### src/design/trig_config.svh
`ifndef TRIG_CONFIG_SVH
`define TRIG_CONFIG_SVH

// number of trigger input channels
`define TRIG_NCHAN 4

// time address width, store depth is 2**TRIG_ADDR_BITS
`define TRIG_ADDR_BITS 8

// width of one incoming trigger word
`define TRIG_WORD_BITS 16

// metadata carried with each channel trigger
`define TRIG_META_BITS 8

// latency, offset, holdoff and prescale field width
`define TRIG_CFG_BITS 16

// records held in the output FIFO
`define TRIG_FIFO_DEPTH 16

// the address sits above two unused low bits of the word
`define TRIG_ADDR_LSB 2

`endif

### src/design/trig_word_pkg.sv
package trig_word_pkg;

    `include "trig_config.svh"

    // address word: valid flag on top, time address above the two low bits
    typedef struct packed {
        logic                                                    valid;
        logic [`TRIG_WORD_BITS-2-`TRIG_ADDR_BITS-`TRIG_ADDR_LSB:0] spare;
        logic [`TRIG_ADDR_BITS-1:0]                              addr;
        logic [`TRIG_ADDR_LSB-1:0]                               unused;
    } addr_view_t;

    // metadata word: marker flag on top, metadata byte at the bottom
    typedef struct packed {
        logic                                       marker;
        logic [`TRIG_WORD_BITS-2-`TRIG_META_BITS:0] spare;
        logic [`TRIG_META_BITS-1:0]                 meta;
    } meta_view_t;

    // the same input word, read by the former as address or as metadata
    typedef union packed {
        addr_view_t addr_w;
        meta_view_t meta_w;
    } trig_word_u;

    // one-cycle trigger out of a former
    typedef struct packed {
        logic                       strobe;
        logic [`TRIG_ADDR_BITS-1:0] addr;
        logic [`TRIG_META_BITS-1:0] meta;
    } chan_trig_t;

    // one readout slot across all channels
    typedef struct packed {
        logic [`TRIG_NCHAN-1:0]                           trig;
        logic [`TRIG_NCHAN-1:0][`TRIG_META_BITS-1:0]      meta;
    } store_out_t;

    // a set bit excludes that channel from the level-two OR
    typedef logic [`TRIG_NCHAN-1:0] chan_mask_t;

endpackage

### src/design/run_cfg_pkg.sv
package run_cfg_pkg;

    `include "trig_config.svh"

    // run configuration, latched while runrst_i is high
    typedef struct packed {
        logic [`TRIG_CFG_BITS-1:0] latency;
        logic [`TRIG_CFG_BITS-1:0] offset;
        logic [`TRIG_CFG_BITS-1:0] holdoff;
        logic [`TRIG_CFG_BITS-1:0] photo_prescale;
        logic                      photo_en;
    } run_cfg_t;

    // one output FIFO entry, marker 2'b10 on top
    typedef struct packed {
        logic [1:0]                                marker;
        logic [13-`TRIG_ADDR_BITS-`TRIG_ADDR_LSB:0] pad;
        logic [`TRIG_ADDR_BITS-1:0]                addr;
        logic [`TRIG_ADDR_LSB-1:0]                 zero;
    } trig_record_t;

endpackage

### src/design/run_if.sv
`timescale 1ns/10ps
`include "trig_config.svh"

// run state from the run controller to the store and the decision logic
interface run_if;

    import run_cfg_pkg::*;

    // high from run start until runstop
    logic                       running;
    // high once the latency has expired
    logic                       readout_en;
    // slot being read out this cycle
    logic [`TRIG_ADDR_BITS-1:0] readout_addr;
    // configuration latched in reset
    run_cfg_t                   cfg;

    modport run_ctl (
        output running, readout_en, readout_addr, cfg
    );

    modport datapath (
        input running, readout_en, readout_addr, cfg
    );

endinterface

### src/design/run_control.sv
`timescale 1ns/10ps
`include "trig_config.svh"

module run_control (
    input  logic                       sysclk_i,
    input  logic                       runrst_i,
    input  logic                       runstop_i,
    input  logic [`TRIG_CFG_BITS-1:0]  trig_latency_i,
    input  logic [`TRIG_CFG_BITS-1:0]  trig_offset_i,
    input  logic [`TRIG_CFG_BITS-1:0]  trig_holdoff_i,
    input  logic [`TRIG_CFG_BITS-1:0]  photo_prescale_i,
    input  logic                       photo_en_i,
    output logic [`TRIG_ADDR_BITS-1:0] current_address_o,
    run_if.run_ctl                     run
);

    import run_cfg_pkg::*;

    // armed during reset, fires the run on the first edge after it
    logic                      start_pend;
    // running cycles so far, stops at the latched latency
    logic [`TRIG_CFG_BITS-1:0] lat_cnt;

    // run level
    always_ff @(posedge sysclk_i) begin
        if (runrst_i) begin
            start_pend  <= 1'b1;
            run.running <= 1'b0;
        end else if (runstop_i) begin
            start_pend  <= 1'b0;
            run.running <= 1'b0;
        end else if (start_pend) begin
            start_pend  <= 1'b0;
            run.running <= 1'b1;
        end
    end

    // configuration only follows the inputs while in reset
    always_ff @(posedge sysclk_i) begin
        if (runrst_i) begin
            run.cfg.latency        <= trig_latency_i;
            run.cfg.offset         <= trig_offset_i;
            run.cfg.holdoff        <= trig_holdoff_i;
            run.cfg.photo_prescale <= photo_prescale_i;
            run.cfg.photo_en       <= photo_en_i;
        end
    end

    always_ff @(posedge sysclk_i) begin
        // latency count restarts whenever the run is down
        if (runrst_i || !run.running) begin
            lat_cnt <= '0;
        end else if (lat_cnt < run.cfg.latency) begin
            lat_cnt <= lat_cnt + 1'b1;
        end
        // readout opens once the count reaches the latency
        if (runrst_i || runstop_i) begin
            run.readout_en <= 1'b0;
        end else if (run.running && lat_cnt == run.cfg.latency) begin
            run.readout_en <= 1'b1;
        end
        // readout pointer starts at 0 in the first readout cycle
        if (!run.readout_en) begin
            run.readout_addr <= '0;
        end else begin
            run.readout_addr <= run.readout_addr + 1'b1;
        end
        // write-side time, 1 in the first running cycle
        if (!run.running) begin
            current_address_o <= {{(`TRIG_ADDR_BITS-1){1'b0}}, 1'b1};
        end else begin
            current_address_o <= current_address_o + 1'b1;
        end
    end

endmodule

### src/design/trig_former.sv
`timescale 1ns/10ps
`include "trig_config.svh"

module trig_former (
    input  logic                     sysclk_i,
    input  logic                     runrst_i,
    input  trig_word_pkg::trig_word_u word_i,
    input  logic                     word_valid_i,
    output trig_word_pkg::chan_trig_t trig_o
);

    import trig_word_pkg::*;

    // address word seen, waiting for the metadata word
    logic                       pending;
    // address held until the metadata arrives
    logic [`TRIG_ADDR_BITS-1:0] addr_q;
    // a new trigger starts on a valid word with the flag set
    logic                       addr_word;
    // the word after an address word is the metadata
    logic                       meta_word;

    assign addr_word = word_valid_i && !pending && word_i.addr_w.valid;
    assign meta_word = word_valid_i && pending;

    always_ff @(posedge sysclk_i) begin
        if (runrst_i) begin
            pending      <= 1'b0;
            trig_o.strobe <= 1'b0;
        end else begin
            // strobe lands one cycle after the metadata sample
            trig_o.strobe <= meta_word;
            if (addr_word) begin
                pending <= 1'b1;
            end else if (meta_word) begin
                pending <= 1'b0;
            end
        end
        // address view of the first word
        if (addr_word) begin
            addr_q <= word_i.addr_w.addr;
        end
        // metadata view of the second word
        if (meta_word) begin
            trig_o.addr <= addr_q;
            trig_o.meta <= word_i.meta_w.meta;
        end
    end

endmodule

### src/design/trig_store.sv
`timescale 1ns/10ps
`include "trig_config.svh"

module trig_store (
    input  logic                      sysclk_i,
    input  logic                      runrst_i,
    input  trig_word_pkg::chan_trig_t chan_trig_i [`TRIG_NCHAN],
    run_if.datapath                   run,
    output trig_word_pkg::store_out_t slot_o,
    output logic                      slot_valid_o
);

    import trig_word_pkg::*;

    localparam int DEPTH = 1 << `TRIG_ADDR_BITS;

    // slot data follows the read edge by one cycle
    always_ff @(posedge sysclk_i) begin
        if (runrst_i) begin
            slot_valid_o <= 1'b0;
        end else begin
            slot_valid_o <= run.readout_en;
        end
    end

    for (genvar c = 0; c < `TRIG_NCHAN; c++) begin : g_chan
        // trigger flags per address, reset clears the whole store
        logic [DEPTH-1:0]           trig_bits;
        // metadata per address
        logic [`TRIG_META_BITS-1:0] meta_mem [DEPTH];
        // registered read data
        logic                       trig_q;
        logic [`TRIG_META_BITS-1:0] meta_q;
        // triggers are only stored while the run is up
        logic                       wr_en;

        assign wr_en = run.running && chan_trig_i[c].strobe;

        always_ff @(posedge sysclk_i) begin
            if (runrst_i) begin
                trig_bits <= '0;
            end else begin
                // read clears the slot, a same-cycle write overrides it
                if (run.readout_en) begin
                    trig_bits[run.readout_addr] <= 1'b0;
                end
                if (wr_en) begin
                    trig_bits[chan_trig_i[c].addr] <= 1'b1;
                end
            end
            if (wr_en) begin
                meta_mem[chan_trig_i[c].addr] <= chan_trig_i[c].meta;
            end
            if (run.readout_en) begin
                trig_q <= trig_bits[run.readout_addr];
                meta_q <= meta_mem[run.readout_addr];
            end
        end

        assign slot_o.trig[c] = trig_q;
        assign slot_o.meta[c] = meta_q;
    end

endmodule

### src/design/trig_decision.sv
`timescale 1ns/10ps
`include "trig_config.svh"

module trig_decision (
    input  logic                        sysclk_i,
    input  logic                        runrst_i,
    input  trig_word_pkg::store_out_t   slot_i,
    input  logic                        slot_valid_i,
    input  trig_word_pkg::chan_mask_t   trigmask_i,
    input  logic                        trigmask_update_i,
    run_if.datapath                     run,
    output run_cfg_pkg::trig_record_t   rec_o,
    output logic                        rec_push_o,
    output logic                        holdoff_o,
    output logic                        photoshutter_o
);

    import trig_word_pkg::*;
    import run_cfg_pkg::*;

    // excluded channels, everything excluded out of reset
    chan_mask_t                 mask_q;
    // address of the slot now on slot_i
    logic [`TRIG_ADDR_BITS-1:0] slot_addr;
    // cycles of holdoff still to go
    logic [`TRIG_CFG_BITS-1:0]  hold_cnt;
    // level-two triggers since the last shutter pulse
    logic [`TRIG_CFG_BITS-1:0]  photo_cnt;
    // masked OR of the slot, gated by holdoff
    logic                       fire;

    assign fire      = slot_valid_i && |(slot_i.trig & ~mask_q) && (hold_cnt == '0);
    assign holdoff_o = (hold_cnt != '0);

    // the store reads one edge before its data shows up
    always_ff @(posedge sysclk_i) begin
        slot_addr <= run.readout_addr;
        if (fire) begin
            rec_o <= '{marker: 2'b10, pad: '0, zero: '0,
                       addr: slot_addr - run.cfg.offset[`TRIG_ADDR_BITS-1:0]};
        end
    end

    always_ff @(posedge sysclk_i) begin
        if (runrst_i) begin
            mask_q         <= '1;
            rec_push_o     <= 1'b0;
            hold_cnt       <= '0;
            photo_cnt      <= '0;
            photoshutter_o <= 1'b0;
        end else begin
            if (trigmask_update_i) begin
                mask_q <= trigmask_i;
            end
            rec_push_o <= fire;
            // holdoff loads on a trigger and then counts down
            if (fire) begin
                hold_cnt <= run.cfg.holdoff;
            end else if (hold_cnt != '0) begin
                hold_cnt <= hold_cnt - 1'b1;
            end
            // shutter on every (prescale+1)-th trigger
            photoshutter_o <= 1'b0;
            if (!run.cfg.photo_en) begin
                photo_cnt <= '0;
            end else if (fire) begin
                if (photo_cnt == run.cfg.photo_prescale) begin
                    photo_cnt      <= '0;
                    photoshutter_o <= 1'b1;
                end else begin
                    photo_cnt <= photo_cnt + 1'b1;
                end
            end
        end
    end

endmodule

### src/design/trig_fifo.sv
`timescale 1ns/10ps
`include "trig_config.svh"

module trig_fifo (
    input  logic                      sysclk_i,
    input  logic                      runrst_i,
    input  run_cfg_pkg::trig_record_t rec_i,
    input  logic                      push_i,
    output run_cfg_pkg::trig_record_t tdata_o,
    output logic                      tvalid_o,
    input  logic                      tready_i
);

    import run_cfg_pkg::*;

    localparam int PTR_BITS = $clog2(`TRIG_FIFO_DEPTH);

    trig_record_t        mem [`TRIG_FIFO_DEPTH];
    logic [PTR_BITS-1:0] wr_ptr;
    logic [PTR_BITS-1:0] rd_ptr;
    // entries held, one bit wider than the pointers
    logic [PTR_BITS:0]   count;
    logic                do_push;
    logic                do_pop;

    // a push into a full FIFO is dropped
    assign do_push  = push_i && (count != `TRIG_FIFO_DEPTH);
    assign do_pop   = tvalid_o && tready_i;
    assign tvalid_o = (count != '0);
    // head stays put until it is popped
    assign tdata_o  = mem[rd_ptr];

    always_ff @(posedge sysclk_i) begin
        if (runrst_i) begin
            wr_ptr <= '0;
            rd_ptr <= '0;
            count  <= '0;
        end else begin
            if (do_push) begin
                wr_ptr <= wr_ptr + 1'b1;
            end
            if (do_pop) begin
                rd_ptr <= rd_ptr + 1'b1;
            end
            if (do_push && !do_pop) begin
                count <= count + 1'b1;
            end else if (do_pop && !do_push) begin
                count <= count - 1'b1;
            end
        end
        if (do_push) begin
            mem[wr_ptr] <= rec_i;
        end
    end

endmodule

### src/design/trig_process_top.sv
`timescale 1ns/10ps
`include "trig_config.svh"

module trig_process_top (
    input  logic                                     sysclk_i,
    input  logic                                     runrst_i,
    input  logic                                     runstop_i,
    input  logic [`TRIG_NCHAN*`TRIG_WORD_BITS-1:0]   trigin_dat_i,
    input  logic                                     trigin_valid_i,
    input  logic [`TRIG_NCHAN-1:0]                   trigmask_i,
    input  logic                                     trigmask_update_i,
    input  logic [`TRIG_CFG_BITS-1:0]                trig_latency_i,
    input  logic [`TRIG_CFG_BITS-1:0]                trig_offset_i,
    input  logic [`TRIG_CFG_BITS-1:0]                trig_holdoff_i,
    input  logic [`TRIG_CFG_BITS-1:0]                photo_prescale_i,
    input  logic                                     photo_en_i,
    output logic [15:0]                              trigout_tdata_o,
    output logic                                     trigout_tvalid_o,
    input  logic                                     trigout_tready_i,
    output logic                                     photoshutter_o,
    output logic                                     gpo_trig_d_o,
    output logic [`TRIG_NCHAN-1:0]                   scal_trig_o,
    output logic                                     running_o,
    output logic [`TRIG_ADDR_BITS-1:0]               current_address_o
);

    import trig_word_pkg::*;
    import run_cfg_pkg::*;

    run_if        run_bus ();
    chan_trig_t   chan_trig [`TRIG_NCHAN];
    store_out_t   slot;
    logic         slot_valid;
    trig_record_t rec;
    logic         rec_push;

    // one former per channel word, strobes also feed the scalers
    for (genvar c = 0; c < `TRIG_NCHAN; c++) begin : g_former
        trig_former u_former (
            .sysclk_i, .runrst_i,
            .word_i       (trigin_dat_i[c*`TRIG_WORD_BITS +: `TRIG_WORD_BITS]),
            .word_valid_i (trigin_valid_i),
            .trig_o       (chan_trig[c])
        );
        assign scal_trig_o[c] = chan_trig[c].strobe;
    end

    run_control u_run_control (
        .sysclk_i, .runrst_i, .runstop_i, .trig_latency_i, .trig_offset_i,
        .trig_holdoff_i, .photo_prescale_i, .photo_en_i, .current_address_o,
        .run (run_bus.run_ctl)
    );

    trig_store u_store (
        .sysclk_i, .runrst_i, .chan_trig_i (chan_trig), .run (run_bus.datapath),
        .slot_o (slot), .slot_valid_o (slot_valid)
    );

    trig_decision u_decision (
        .sysclk_i, .runrst_i, .slot_i (slot), .slot_valid_i (slot_valid),
        .trigmask_i, .trigmask_update_i, .run (run_bus.datapath),
        .rec_o (rec), .rec_push_o (rec_push), .holdoff_o (gpo_trig_d_o), .photoshutter_o
    );

    trig_fifo u_fifo (
        .sysclk_i, .runrst_i, .rec_i (rec), .push_i (rec_push),
        .tdata_o (trigout_tdata_o), .tvalid_o (trigout_tvalid_o), .tready_i (trigout_tready_i)
    );

    assign running_o = run_bus.running;

endmodule

### config.mk
export PLATFORM = sky130hd
export DESIGN_NAME = trig_process_top
export DESIGN_NICKNAME = d
export VERILOG_FILES = /design/src/design/trig_word_pkg.sv /design/src/design/run_cfg_pkg.sv /design/src/design/run_if.sv /design/src/design/run_control.sv /design/src/design/trig_former.sv /design/src/design/trig_store.sv /design/src/design/trig_decision.sv /design/src/design/trig_fifo.sv /design/src/design/trig_process_top.sv
export VERILOG_INCLUDE_DIRS = /design/src /design/src/design
export SDC_FILE = /design/constraint.sdc
export NUM_CORES = 2
export LEC_CHECK = 0
export BUFFER_PORTS_ARGS = -buffer_cell sky130_fd_sc_hd__buf_4
export CAP_MARGIN = 10
export CORE_AREA = 2 2 365 295
export DETAILED_ROUTE_END_ITERATION = 10
export DIE_AREA = 0 0 367 297
export GPL_ROUTABILITY_DRIVEN = 0
export PLACE_DENSITY = 0.71
export SLEW_MARGIN = 15
export SYNTH_ARGS = -nofsm -noshare
export SYNTH_HDL_FRONTEND = slang
export SYNTH_SLANG_ARGS = --single-unit
export TNS_END_PERCENT = 50
### constraint.sdc
create_clock -name sysclk_i -period 3.39 [get_ports sysclk_i]
set_input_delay 0.5085 -clock sysclk_i [delete_from_list [all_inputs] [get_ports sysclk_i]]
set_output_delay 0.5085 -clock sysclk_i [all_outputs]
set_load 0.01 [all_outputs]
# Word-level counts from Yosys, hierarchy flattened
# Memories as Yosys holds them, arrays and structs flattened. A register that Yosys moved wholly into a read port is not among the register bits.
# Cells that the tools add are included.
# word_totals
mem_bits_rw	128
regBits	1260
n_memories	1
# classes
bitwise_logic	13
n_lt_le_gt_ge	11
add_sub_neg	10
reduce_logical	50
eq_ne	3
n_mux	49
# memory_table
name	depth	word_bits	rd	rd_ports_with_merged_regs	write_ports	line_no	rtl
u_fifo.mem	16	8	1	1	1	trig_fifo.sv:18	trig_record_t mem [`TRIG_FIFO_DEPTH];
# ops
cell	n
$mux 256	12
$and 256x256->256	4
$or 256x256->256	4
$not 256->256	1
$mux 16	3
$lt 8x9->1 const B	5
$demux 1 s8	5
$ge 8x1->1 const B	5
$add 16x1->16 const B	2
$bmux 1 s8	4
$eq 16x16->1	2
$logic_and 1x1->1	28
$mux 1	21
$add 8x1->8 const B	2
$logic_not 16->1	1
$lt 16x16->1	1
$reduce_bool 16->1	1
$sub 16x1->16 const B	1
$reduce_bool 2->1	6
$mux 5	2
$add 4x1->4 const B	2
$mux 4	2
$sub 8x8->8	1
$logic_not 1->1	7
other kinds (11)	14

# Depth between registers and ports, before layout
# depth
word_depth	10
ltp_mapped	13
ltp_nobuf	13

# Cells and area by module
# A second synthesis with hierarchy kept.
# unflattened
cells_unflattened	19733
hier_area_um2	376064.4
# by_module_without_submodules
mod	area_each_um2	seq_area_each_um2	cells_per_inst	instances
trig_store	355487.2	267596.6	18488	1
trig_fifo	10516.3	8027.7	502	1
run_control	3978.8	2652.5	298	1
trig_former	804.5	760.7	32	4
trig_decision	2864.0	1161.1	317	1

# Worst setup path after synthesis
# No wires, ideal clock.
# synth_path
path_type	register to register
start	register u_fifo.count[0]
end	register u_fifo.count[4]
path_stages_with_launch	13
path_slack_ns	0.686
required_ns	3.320
setup_time_ns	0.070
t_arrival_ns	2.634
path_cell_list	dfxtp_1 -> nor4_1 -> nand2b_1 -> and2_1 -> inv_1 -> ha_1 -> inv_1 -> fa_1 -> a21o_1 -> a21oi_1 -> xnor2_1 -> or3_1 -> a21oi_1
# synth_via
elab_chain_len	5
# synth_rtl
element	line_no	rtl
from (decl)	trig_fifo.sv:22	logic [PTR_BITS:0] count;
from (signal assigned)	trig_fifo.sv:46	count <= count + 1'b1;
from (signal assigned)	trig_fifo.sv:48	count <= count - 1'b1;
$reduce_bool 5->1 *	trig_fifo.sv:29	assign tvalid_o = (count != '0);
named net trigout_tvalid_o	trig_process_top.sv:18	output logic trigout_tvalid_o,
$logic_and 1x1->1 *	trig_fifo.sv:28	assign do_pop = tvalid_o && tready_i;
$logic_not 1->1	trig_fifo.sv:45	if (do_push && !do_pop) begin
$logic_and 1x1->1	trig_fifo.sv:45	
$mux 5 / $reduce_bool 2->1 (equally long branches)	-	
# The timed path passes the listed nets; every way through them passes the cells marked *. The select of a mux whose other input is x is not followed.
# A chain may end at the register's enable or synchronous reset.

# Worst setup path after layout
# layout_path
start	register u_run_control.run.readout_addr[0]
end	register u_store.g_chan[0].trig_q, data pin
# layout_via
elab_chain_len	2
# layout_rtl
element	line_no	rtl
from (decl)	run_if.sv:19	output running, readout_en, readout_addr, cfg
from (signal assigned)	run_control.sv:66	run.readout_addr <= run.readout_addr + 1'b1;
$bmux 1 s8	trig_store.sv:55	trig_q <= trig_bits[run.readout_addr];
$mux 1 (not written as such)	trig_store.sv:55	
to (signal assigned)	trig_store.sv:55	
to (decl)	trig_store.sv:32	logic trig_q;
# No other way between the ends. The select of a mux whose other input is x is not followed.

==> flow_summary.json <==
{
  "outcome": "finished with violations",
  "violations": "design-rule violations, negative setup slack",
  "period_minus_slack_ns": 3.408,
  "place.detailed.hpwl_mm": 131.9,
  "ys_warn_count": 0,
  "yosysMostFrequentCell": "nor2_1",
  "worstPathArrival_ns": 3.93,
  "synth_seq_area_share_pct": 52.95,
  "ys_ff_latch": 1392,
  "yosys.area_share.adder_pct": 0.9608,
  "grt_pass1_wl_mm": 302.4,
  "synth.area.top_cells": "dfxtp_1 (39%), a22oi_1 (14%), edfxtp_1 (14%), mux4_2 (12%), nor2_1 (7.8%)",
  "dr.pass1.iters": 10,
  "cp_slowest_cell": "mux4_2",
  "tritoncts": "yes",
  "gr-total-overflow": 0,
  "synth_top_area_share_pct": 39.34,
  "end_kind": "register",
  "utilization_pct": 63.58,
  "clkTransAtPathRegs_ns": 0.07,
  "finClkSkew_ns": 0.02912,
  "drive_gt1_share_pct": 18.25,
  "synthMuxAreaShare_pct": 11.60,
  "wl_per_cell_microns": 29.38,
  "start_util_pct": 54.56,
  "synthXorXnorAreaFrac_pct": 0.9130,
  "synth_top_family_by_area": "compound AO/OA/AOI/OAI gates",
  "die_y_microns": 297,
  "path_cells": "buf_4 > buf_12 > buf_12 > mux4_2 > a22oi_1 > a21oi_1 > nor3_2 > buf_4 > o22ai_1 > or2_1",
  "ctsLongestPathBuffers": 3,
  "core_sq_mm": 0.1055,
  "min_period_over_period_pct": 100.5,
  "setup-tns-final_ns": -0.01808,
  "synthSimpleGateAreaFrac_pct": 12.92,
  "area_growth_pct": 16.52,
  "io_buffers": 126,
  "met1_usage_pct": 48.55,
  "drt_iter0_drc": 8450,
  "ioPinCount": 171,
  "fmax_mhz": 293.4,
  "synth_top_cell_by_area": "dfxtp_1",
  "clock-sinks": 1392,
  "synth_compound_area_share_pct": 17.07,
  "top_usage_layer": "met2",
  "cp.required_ns": 3.92,
  "syn_inst": 5419,
  "numCtsBuffers": 133,
  "power_density_mw_per_mm2": 512.4,
  "drv_slew": 0,
  "mappedNetlistArea_sq_mm": 0.05756,
  "met3_usage_pct": 14.22,
  "worst_slew_pin_slew_ns": 1.170,
  "totalPowerFinal_mw": 34.37,
  "crit_fanout": 27,
  "netlist_top_cells_count": "nor2_1 (1193), dfxtp_1 (1131), a22oi_1 (1084)",
  "synthFlopType": "dfxtp_1",
  "setup_viol": 1,
  "fin_hold_ws_ns": 0.2097,
  "nets": 5817,
  "synth_edf_count": 261,
  "hp-class": "input port to register",
  "antenna_found_initial": 7,
  "avgSynthCellArea_sq_um": 10.62,
  "yosysUniqueCellTypes": 57,
  "hold_violations": 0,
  "final_area_sq_mm": 0.06707,
  "remaining_drc_errors": 1,
  "ir_drop_mv": 0.4971,
  "power.leakage_nw": 22.69,
  "track_usage_pct": 37.44,
  "clk-insertion-delay-late_ns": 0.78,
  "drt_wl_total_mm": 210.5,
  "relSlewSlack_pct": 21.74,
  "grt_max_degree": 131,
  "start_kind": "register",
  "crit_type": "register to register",
  "cpPeakStageDelay_ns": 0.54,
  "met2_usage_pct": 53.21,
  "rsz0062_at_grt": "false",
  "h-tree-depth": 4,
  "avgViaCountPerCell": 6.873,
  "place_area_sq_mm": 0.06161,
  "dieArea_sq_mm": 0.1090,
  "ant_nets": 0,
  "async_flop_share_pct": 0,
  "die_w_microns": 367,
  "maxCapViolations": 0,
  "routed-via-count": 49255,
  "final.setup.worst_slack_ns": -0.01808,
  "cts_root_buf": "clkbuf_16",
  "num_rows": 107,
  "grt_pass1_vias": 46027
}
cells by family after synthesis:
| family | count (synthesis) |
|---|---|
| AO/OA/AOI/OAI | 1325 |
| adder cells (fa/ha/maj) | 43 |
| multiplexers | 297 |
| XOR/XNOR | 60 |
| buffers and inverters | 491 |
| flip-flops | 1392 |
| AND/OR/NAND/NOR | 1809 |
| other | 2 |
cell usage in the layout, fill, tap and decap left out, types with 39 or more instances in the layout:
cell type / n
nor2_1: 1155
dfxtp_1: 1128
a22oi_1: 1084
buf_4: 383
nand2_1: 317
mux4_2: 296
edfxtp_1: 261
clkbuf_16: 138
dlygate4sd3_1: 98
a21oi_1: 85
nor3_2: 48
buf_12: 43
ha_1: 41
inv_1: 40
xnor2_1: 39
what timing repair did:
item | 4_1_cts | 5_1_grt
hold buffers | 98 | 0
buffers inserted | 0 | 2
resized for setup | 0 | 7
setup endpoints to repair | 0 | 4
endpoints found under the hold margin | 95 | 0
registers in the layout, indices dropped and copies added, names as in the netlist, 16 cells and up, named ones only:
register                  count
u_decision.hold_cnt          16
u_store.g_chan.trig_bits   1024
u_fifo.mem                  128
g_former.u_former.trig_o     36
u_run_control.lat_cnt        16
g_former.u_former.addr_q     32
u_decision.photo_cnt         16
u_run_control.run.cfg        57
area by class of cell:
class	instances	area, sq um
fill	8241	38430
sequential	1392	30490
multi-input combinational	3542	25490
timing repair buffer	526	4760
clock buffer	183	3782
tap	1417	1773
clock inverter	55	598.1
inverter	40	150.1
antenna	11	27.53
power breakdown:
part | internal, mW | switching [mW]
registers | 17.0 | 0.167
logic | 0.842 | 1.09
clock network | 8.62 | 6.63
total | 26.5 | 7.89
per-layer routing:
layer	share of wire [%]	up-vias
met2	42	3779
li1	-	20546
met3	15	828
met5	0	-
met4	6.6	0
met1	37	24102
stage by stage:
step,worst slack (ns),cells
after detailed placement,0.02265,6817
after floorplan,0.6860,5425
after global placement,0.004305,6817
after global routing,0.04961,7155
final,-0.01808,7166
after CTS,0.004675,7153
final timing paths:
kind	start	endpoint	slack (ns)	cells after the start
max	u_run_control.run.readout_addr[0]	u_store.g_chan[0].trig_q	-0.02	10
min	trigout_tready_i	u_fifo.rd_ptr[0]	0.21	4
max reg2reg	u_run_control.run.readout_addr[0]	u_store.g_chan[0].trig_q	-0.02	10
min reg2reg	g_former[1].u_former.addr_q[7]	g_former[1].u_former.trig_o[15]	0.42	0
worst max-delay path: cells and delay by family, from the launching register on:
family	cells	cell delay (ns)
AOI/OAI and AO/OA	3	0.80
buffers and inverters	4	0.84
muxes	1	0.54
and+or+nand+nor	2	0.57
DFF	1	0.36
Note: power is estimated with default switching activity, not from simulation.
